==> config.mk <==
export PLATFORM = sky130hd
export DESIGN_NAME = link_status
export DESIGN_NICKNAME = d
export VERILOG_FILES = /design/src/design/usb_loop_pkg.sv /design/src/design/link_status.sv
export SDC_FILE = /design/constraint.sdc
export NUM_CORES = 1
export LEC_CHECK = 0
export BUFFER_PORTS_ARGS = -buffer_cell sky130_fd_sc_hd__buf_2
export CAP_MARGIN = 10
export CORE_ASPECT_RATIO = 1.4
export CORE_MARGIN = 2
export CORE_UTILIZATION = 25
export CTS_CLUSTER_DIAMETER = 60
export DETAILED_ROUTE_END_ITERATION = 8
export GPL_TIMING_DRIVEN = 0
export SKIP_LAST_GASP = 1
export SLEW_MARGIN = 20
export SYNTH_ARGS = -nofsm -noshare
export SYNTH_HDL_FRONTEND = slang
export SYNTH_SLANG_ARGS = --single-unit
export TNS_END_PERCENT = 30
==> constraint.sdc <==
create_clock -name clock -period 1.7 [get_ports clock]
set_input_delay 0.17 -clock clock [delete_from_list [all_inputs] [get_ports clock]]
set_output_delay 0.17 -clock clock [all_outputs]
set_load 0.01 [all_outputs]
==> src/design/usb_loop_pkg.sv <==
package usb_loop_pkg;

  // Loop FIFO geometry, 8 data bits plus the packet-end flag per entry
  localparam int FIFO_ABITS = 11;
  localparam int FIFO_WIDTH = 9;
  localparam int LEVEL_BITS = FIFO_ABITS + 1;

  localparam logic [LEVEL_BITS-1:0] FIFO_DEPTH = LEVEL_BITS'(2 ** FIFO_ABITS);

  // Endpoint ready thresholds, compared against the FIFO level
  localparam logic [LEVEL_BITS-1:0] IN_READY_MIN = LEVEL_BITS'(4);
  localparam logic [LEVEL_BITS-1:0] OUT_READY_MAX = LEVEL_BITS'(1024);

  // SOF frame counter and the bits that pace the blink LED
  localparam int SOF_COUNT_BITS = 24;
  localparam int BLINK_BIT = 12;
  localparam int FAST_BLINK_LO = 10;
  localparam int FAST_BLINK_HI = 11;

endpackage

==> src/design/link_status.sv <==
module link_status (
  input  logic clock,
  input  logic usb_reset,
  input  logic configured_i,
  input  logic sof_i,
  input  logic crc_error_i,
  input  logic timeout_i,
  output logic [3:0] leds_o
);

  logic sof_q;
  logic sof_rise;
  logic [usb_loop_pkg::SOF_COUNT_BITS-1:0] sof_count_q;
  logic crc_latch_q;
  logic timeout_latch_q;
  logic blink;

  assign sof_rise = sof_i & ~sof_q;

  // Frame counter paces the blink LED
  always_ff @(posedge clock) begin
    if (usb_reset) begin
      sof_q       <= 1'b0;
      sof_count_q <= '0;
    end else begin
      sof_q <= sof_i;
      if (sof_rise) begin
        sof_count_q <= sof_count_q + 1'b1;
      end
    end
  end

  // Error strobes stick until the next reset
  always_ff @(posedge clock) begin
    if (usb_reset) begin
      crc_latch_q     <= 1'b0;
      timeout_latch_q <= 1'b0;
    end else begin
      if (crc_error_i) begin
        crc_latch_q <= 1'b1;
      end
      if (timeout_i) begin
        timeout_latch_q <= 1'b1;
      end
    end
  end

  // Short flashes once a CRC error has been seen
  assign blink = crc_latch_q ?
      sof_count_q[usb_loop_pkg::FAST_BLINK_LO] & sof_count_q[usb_loop_pkg::FAST_BLINK_HI] :
      sof_count_q[usb_loop_pkg::BLINK_BIT];

  // LEDs are active low
  assign leds_o = ~{blink, timeout_latch_q, crc_latch_q, configured_i};

endmodule

==> impl_metrics.yaml <==
floorplan:
  dieArea_um2: 3453
  io_pins: 10
  rows: 23
  core_region_area_um2: 2849
  die_x_um: 50.24
  initial_core_util: 0.2626
  die_y_um: 68.73
worst_setup_path:
  r2r_cells: 4
  timing.rr.end: "sof_count_q[12]"
  reg2reg_from: "sof_count_q[0]"
  end_kind: "register"
  worst_ep_arrival_time_ns: 1.73
  required_ns: 1.85
  worst-setup-path-type: "register to register"
  path_max_fanout: 9
  start_kind: "register"
  r2r_setup_slack_ns: 0.12
sta:
  tns_ns: 0
  maxSlewHeadroom: 0.6858
  fin_crit_sh: 0.9300
  fin_hold_ws_ns: 0.1201
  max_freq_mhz: 632.5
  timing.final.ws_setup_ns: 0.1191
  skew_ns: 0.001715
  period_needed_ns: 1.581
  slew_violations: 0
  worst_pin_slew_ns: 0.4712
  setup_viol: 0
  hold_violations: 0
  grt_setup_unrepaired: "no"
clock_tree:
  clock_path_buffers: 2
  ctsHoldBuffers: 0
  numCtsBuffers: 3
  clkSinkCount: 16
  cts_post_setup_buffers_inserted: 0
  path_clk_slew_ns: 0.06
  cts_tree: "done"
  h-tree-depth: 1
  insertion_delay_ns: 0.25
  cts.root.buffer_cell: "clkbuf_8"
  postCtsResizedCells: 0
grt:
  gr-total-overflow: 0
  grt_start_max_net_pins: 11
  antenna_found_initial: 0
  grt_use_total: 0.09793
  grt_pass1_vias: 596
  grt_pass1_wl_um: 2463
run_status:
  status: "complete, no violations"
final_layout:
  layout_commonest_cell: "dfxtp_1"
  fin_area_um2: 875.8
  layout_common_cells: "dfxtp_1, nor2_1, a21oi_1, buf_2, inv_1"
  syn_to_final_growth_pct: 17.06
  postLayoutCoreUtil: 0.3074
  finalNonFillerCells: 132
  drive_gt1_frac: 0.1684
  n_antenna_cell: 0
  fin_nets: 104
synth:
  synthesis.area_um2: 748.2
  ys_top_cells_by_area: "dfxtp_1, nor2_1, a21oi_1, mux2_2, nor2b_1"
  synth_area_leader_cell: "dfxtp_1"
  synth.lib_cells_used.distinct: 26
  ys_seq_elements: 16
  syn_inst: 84
  seq_area_frac_synth: 0.4281
  avgSynthCellArea_um2: 8.907
  synth_nets: 91
  yosys_warnings: 0
  post-synth-top-area-fraction: 0.4281
placement:
  place_area_um2: 834.6
  gp_congestion: 0.6950
  placed_cells: 129
  post-place-ws_ns: 0.1085
  io_buffer_count: 8
  place_hpwl_um: 1088
hold_path:
  min_delay_path_depth: 3
  hp-start: "timeout_i"
  hold_path_end: "timeout_latch_q"
  min_path_type: "primary input to register"
power_and_ir_drop:
  ir_drop_mv: 0.4816
  power_density_nw_per_um2: 831.9
  p_leak_nw: 0.3482
  power.total_uw: 728.6
routing:
  vias: 619
  via_per_inst: 4.689
  wirelength_um: 1470
  ant_nets: 0
  wl_per_cell_um: 11.14
  drt_pass1_iterations: 2
  dr.first_iter.drc_count: 24
  drc_errors: 0
run:
  maxCapViolations: 0
==> power breakdown <==
| part | switching [mW] | leakage [nW] | internal [mW] |
|---|---|---|---|
| logic | 0.0253 | 0.197 | 0.0200 |
| clock network | 0.133 | 0.0216 | 0.158 |
| registers | 0.00775 | 0.130 | 0.384 |
==> area by class of cell <==
cell class	instances	area (um2)
plain buffers	2	7.507
clock buffers	3	41.29
fillers	306	1973
inverters	7	26.28
multi-input cells	59	394.1
flip-flops and latches	16	320.3
well taps	37	46.29
repair buffers	8	40.04
==> sequential cells by signal (all words and copies together), names as in the netlist <==
signal           count
crc_latch_q          1
sof_count_q         13
timeout_latch_q      1
sof_q                1
==> metal layers <==
layer,part of all wire,track usage
met1,0.43,0.1033
met2,0.50,0.1727
met3,0.033,0.01293
met4,0.035,0.08333
met5,0,0
==> worst max-delay path, cell delays in order, from the launching register on <==
cell	delay, ns
dfxtp_1	0.38
ha_1	0.24
nand4b_4	0.18
nor4_1	0.31
mux2_2	0.36
==> cell families (layout without fill, tap and decap cells) <==
kind of cell | Yosys count | count (layout) | share of synthesized area
AO/OA/AOI/OAI | 15 | 15 | 0.1154
multiplexers | 4 | 4 | 0.05853
flip-flops | 16 | 16 | 0.4281
AND/OR/NAND/NOR | 37 | 37 | 0.3127
XOR/XNOR | 2 | 2 | 0.02342
buffers and inverters | 9 | 20 | 0.04516
adder cells (fa/ha/maj) | 1 | 1 | 0.01672
==> synth_stat cells (all sizes together) <==
cell	instances
a21oi	8
and3	1
and4	1
and4b	1
and4bb	1
clkbuf	2
dfxtp	16
ha	1
inv	7
mux2	3
mux2i	1
nand2	3
nand3	2
nand3b	1
nand4	1
nand4b	3
nor2	11
nor2b	5
nor4	1
o21ai	3
o31ai	3
o41ai	1
or3	3
or4	3
xnor2	2
==> how the worst max path moves through the flow <==
stage / start / end / cells past startpoint
after global placement: sof_count_q[0] / sof_count_q[12] / 4
after CTS: sof_count_q[0] / sof_count_q[12] / 4
final: sof_count_q[0] / sof_count_q[12] / 4
after global routing: sof_count_q[0] / sof_count_q[8] / 4
after floorplan: sof_count_q[0] / sof_count_q[12] / 4
after detailed placement: sof_count_q[0] / sof_count_q[12] / 4
(Power assumes the default switching activity.)
