<file path="src/design/usb_loop_pkg.sv">
package usb_loop_pkg;

  // Loop FIFO geometry, 8 data bits plus the packet-end flag per entry
  localparam int FIFO_ABITS = 11;
  localparam int FIFO_WIDTH = 9;
  localparam int LEVEL_BITS = FIFO_ABITS + 1;

  localparam logic [LEVEL_BITS-1:0] FIFO_DEPTH = LEVEL_BITS'(2 ** FIFO_ABITS);

  // Endpoint ready thresholds, compared against the FIFO level
  localparam logic [LEVEL_BITS-1:0] IN_READY_MIN = LEVEL_BITS'(4);
  localparam logic [LEVEL_BITS-1:0] OUT_READY_MAX = LEVEL_BITS'(1024);

  // SOF frame counter and the bits that pace the blink LED
  localparam int SOF_COUNT_BITS = 24;
  localparam int BLINK_BIT = 12;
  localparam int FAST_BLINK_LO = 10;
  localparam int FAST_BLINK_HI = 11;

endpackage

</file>
<file path="src/design/bulk_endpoint.sv">
module bulk_endpoint (
  input  logic clock,
  input  logic usb_reset,
  input  logic configured_i,
  input  logic blk_cycle_i,

  // Bulk OUT bytes from the host
  input  logic s_tvalid_i,
  input  logic s_tlast_i,
  input  logic [7:0] s_tdata_i,
  output logic s_tready_o,

  // Bulk IN bytes back to the host
  output logic m_tvalid_o,
  output logic m_tlast_o,
  output logic [7:0] m_tdata_o,
  input  logic m_tready_i,

  // Loop FIFO write and read sides
  output logic wr_valid_o,
  output logic [usb_loop_pkg::FIFO_WIDTH-1:0] wr_data_o,
  input  logic wr_ready_i,
  input  logic rd_valid_i,
  input  logic [usb_loop_pkg::FIFO_WIDTH-1:0] rd_data_i,
  output logic rd_ready_o,
  input  logic [usb_loop_pkg::LEVEL_BITS-1:0] level_i,

  output logic blk_in_ready_o,
  output logic blk_out_ready_o
);

  // Data only moves inside a bulk transaction
  assign wr_valid_o = s_tvalid_i & blk_cycle_i;
  assign s_tready_o = wr_ready_i & blk_cycle_i;
  assign wr_data_o  = {s_tlast_i, s_tdata_i};

  assign m_tvalid_o = rd_valid_i & blk_cycle_i;
  assign rd_ready_o = m_tready_i & blk_cycle_i;
  assign {m_tlast_o, m_tdata_o} = rd_data_i;

  // IN is ready once a few bytes are queued, OUT while there is room left
  always_ff @(posedge clock) begin
    if (usb_reset) begin
      blk_in_ready_o  <= 1'b0;
      blk_out_ready_o <= 1'b0;
    end else begin
      blk_in_ready_o  <= configured_i && (level_i > usb_loop_pkg::IN_READY_MIN);
      blk_out_ready_o <= configured_i && (level_i < usb_loop_pkg::OUT_READY_MAX);
    end
  end

endmodule

</file>
<file path="config.mk">
export PLATFORM = sky130hd
export DESIGN_NAME = bulk_endpoint
export DESIGN_NICKNAME = d
export VERILOG_FILES = /design/src/design/usb_loop_pkg.sv /design/src/design/bulk_endpoint.sv
export SDC_FILE = /design/constraint.sdc
export NUM_CORES = 1
export LEC_CHECK = 0
export ABC_CLOCK_PERIOD_IN_PS = 1300
export BUFFER_PORTS_ARGS = -buffer_cell sky130_fd_sc_hd__buf_2
export CAP_MARGIN = 20
export CORE_AREA = 2 2 39 41
export CTS_BUF_LIST = sky130_fd_sc_hd__clkbuf_8
export DETAILED_ROUTE_END_ITERATION = 16
export DIE_AREA = 0 0 41 43
export HOLD_SLACK_MARGIN = 0.12
export PLACE_DENSITY_LB_ADDON = 0.05
export SYNTH_ARGS = -nofsm -noshare
export SYNTH_HDL_FRONTEND = slang
export SYNTH_SLANG_ARGS = --single-unit
export TNS_END_PERCENT = 10
</file>
<file path="constraint.sdc">
create_clock -name clock -period 1.3 [get_ports clock]
set_input_delay 0.065 -clock clock [delete_from_list [all_inputs] [get_ports clock]]
set_output_delay 0.065 -clock clock [all_outputs]
set_load 0.01 [all_outputs]
</file>
==> flow_metrics.env <==
export IMPL_start_util_pct=18.0
export IMPL_syn_inst=31
export IMPL_clockPowerShare_pct=64.8
export IMPL_power_mw=0.361
export IMPL_synth_top_area_share_pct=54.3
export IMPL_yosysTopAreaCell="buf_4"
export IMPL_cts_tree="built"
export IMPL_p_int_mw=0.299
export IMPL_slew_headroom_pct=85.4
export IMPL_worstHoldStart="rd_data_i[2]"
export IMPL_area_growth_pct=36.7
export IMPL_cts_buffers_inserted=3
export IMPL_synthesis_nets=69
export IMPL_rows=14
export IMPL_hold_class="input port to output port"
export IMPL_final_cell_count_no_fill=61
export IMPL_antenna_left=0
export IMPL_first_global_vias=225
export IMPL_maxSlewViolCount=0
export IMPL_vias=236
export IMPL_irDropWorstVdd_uv=308
export IMPL_path_clk_slew_ns=0.02
export IMPL_cts_resized=0
export IMPL_p_sw_share_pct=17.2
export IMPL_synth_common_cells="buf_4, and2_1, dfxtp_1"
export IMPL_crit_path_start_kind="input port"
export IMPL_diodes=0
export IMPL_cts_setup_buffers=0
export IMPL_pwr_share_seq_pct=18.0
export IMPL_power_frac_comb_pct=17.2
export IMPL_cp_max_fo=2
export IMPL_vias_per_cell=3.87
export IMPL_dp_cells=54
export IMPL_root_buffer="clkbuf_8"
export IMPL_cts_htree_levels=1
export IMPL_die_h_um=43
export IMPL_ys_seq_elements=2
export IMPL_cpLargestDelayFamily="buffers and inverters"
export IMPL_critPathMaxStageDelay_ns=0.56
export IMPL_switchingPower_mw=0.0622
export IMPL_grt_setup_unrepaired="false"
export IMPL_required_ns=1.41
export IMPL_synth_area_leaders="buf_4, dfxtp_1, and2_1"
export IMPL_endpoint_kind="flip-flop"
export IMPL_fin_tns_setup_ns=0
export IMPL_critical_path_class="input port to flip-flop"
export IMPL_final_seq_area_um2=40.0
export IMPL_drive_above_1_share_pct=64.4
export IMPL_fillers=154
export IMPL_hpwl_um=526
export IMPL_wl_per_cell_um=10.7
export IMPL_synth_most_common_cell="buf_4"
export IMPL_grt_pass1_wl_um=772
export IMPL_dr_pass1_iters=2
export IMPL_crit_chain="buf_2, dlygate4sd3_1, nor4b_1"
export IMPL_drc=0
export IMPL_worstMarginPinSlew_ns=0.217
export IMPL_synth_edf_count=0
export IMPL_dieArea_mm2=0.00176
export IMPL_cp_num_buf_inv=2
export IMPL_synth_area_um2=249
export IMPL_min_period_ns=0.892
export IMPL_maxCapViolations=0
export IMPL_worst_path_max_delay_cell="dlygate4sd3_1"
export IMPL_place_congestion=0.533
export IMPL_core_area_mm2=0.00138
export IMPL_synthFlopType="dfxtp_1"
export IMPL_clockBufferDepth=2
export IMPL_drt_iter0_drc=2
export IMPL_wirelength_um=650
export IMPL_setup_viol_count_final=0
export IMPL_powerDensity_mw_per_mm2=1060
export IMPL_ys_seq_area_share_pct=16.1
export IMPL_nets=85
export IMPL_grt_usage_pct=6.70
export IMPL_multi_input_area_um2=70.1
export IMPL_ys_async_sr_fraction_pct=0
export IMPL_hold_viol=0
export IMPL_die_x_um=41
export IMPL_cts_sinks=2
export IMPL_ys_types=10
export IMPL_avgSynthCellArea_um2=8.03
export IMPL_worstPathArrival_ns=1.00
export IMPL_critPathLaunch="level_i[10]"
export IMPL_status="finished clean"
export IMPL_gr_total_overflow=0
export IMPL_fin_crit_sh_pct=68.6
export IMPL_port_buffers=25
export IMPL_antenna_found_initial=0
export IMPL_p_leak_nw=0.182
export IMPL_synth_warnings=0
export IMPL_grt_max_degree=5
export IMPL_ioPinCount=62
export IMPL_max_freq_mhz=1120
[registers in the layout, indices dropped and copies added, names as in the netlist]
name,flops
blk_out_ready_o,1
blk_in_ready_o,1
[logic make-up (layout without fill, tap and decap cells)]
| group | Yosys count | count (layout) | synth area share (%) |
|---|---|---|---|
| buffers and inverters | 19 | 33 | 55.8 |
| and+or+nand+nor | 8 | 8 | 22.6 |
| DFF | 2 | 2 | 16.1 |
| AOI/OAI and AO/OA | 2 | 2 | 5.53 |
[layer usage]
layer  part of all wire (%)  vias to the layer above  GRT usage (%)
met5                      0                        -              0
met4                   0.62                        0           4.67
met3                     31                        2           6.81
met2                     41                       36           12.2
met1                     27                       86           2.54
li1                       -                      112              -
[power by group through the flow]
| stage | logic, mW | clock network, mW | registers [mW] |
|---|---|---|---|
| floorplan | 0.0703 | 0 | 0.0671 |
| global placement | 0.0536 | 0 | 0.0656 |
| detailed placement | 0.0531 | 0 | 0.0656 |
| CTS | 0.0629 | 0.242 | 0.0650 |
| global route | 0.0689 | 0.247 | 0.0653 |
| finish | 0.0621 | 0.234 | 0.0649 |
[metrics by stage]
stage               cell area (um^2)  utilization [%]  hold slack, ns  setup WS [ns]
floorplan                        249                -           0.141          0.389
global placement                 259             18.7           0.130          0.246
detailed placement               259             18.7           0.130          0.241
CTS                              340             24.6           0.130          0.402
global route                     340             24.6           0.130          0.351
finish                           340             24.6           0.130          0.408
[worst paths after layout]
check                          to  slack [ns]  depth (start not counted)
setup / recovery  blk_out_ready_o        0.41                          3
hold / removal       m_tdata_o[2]        0.13                          0
[timing repair]
item | in CTS | in global routing
hold buffers | 4 | 0
endpoints found under the setup margin | 0 | 0
hold endpoints to repair | 2 | 0
[cells in the final DEF (no fill, tap or decap), drive strengths merged]
| cell | count |
|---|---|
| clkbuf | 3 |
| a311oi | 1 |
| nor4b | 1 |
| dlygate4sd3 | 4 |
| nor3 | 2 |
| or4 | 1 |
| and2 | 4 |
| buf | 25 |
| o21ai | 1 |
| dfxtp | 2 |
| inv | 1 |
[cell type report]
class	count	share of cell area, %
Timing Repair Buffer	29	48.5
Multi-Input combinational cell	10	20.6
Sequential cell	2	11.8
Tap cell	16	5.88
Inverter	1	1.10
Clock buffer	3	12.1
Note: power is estimated with default switching activity, not from simulation.
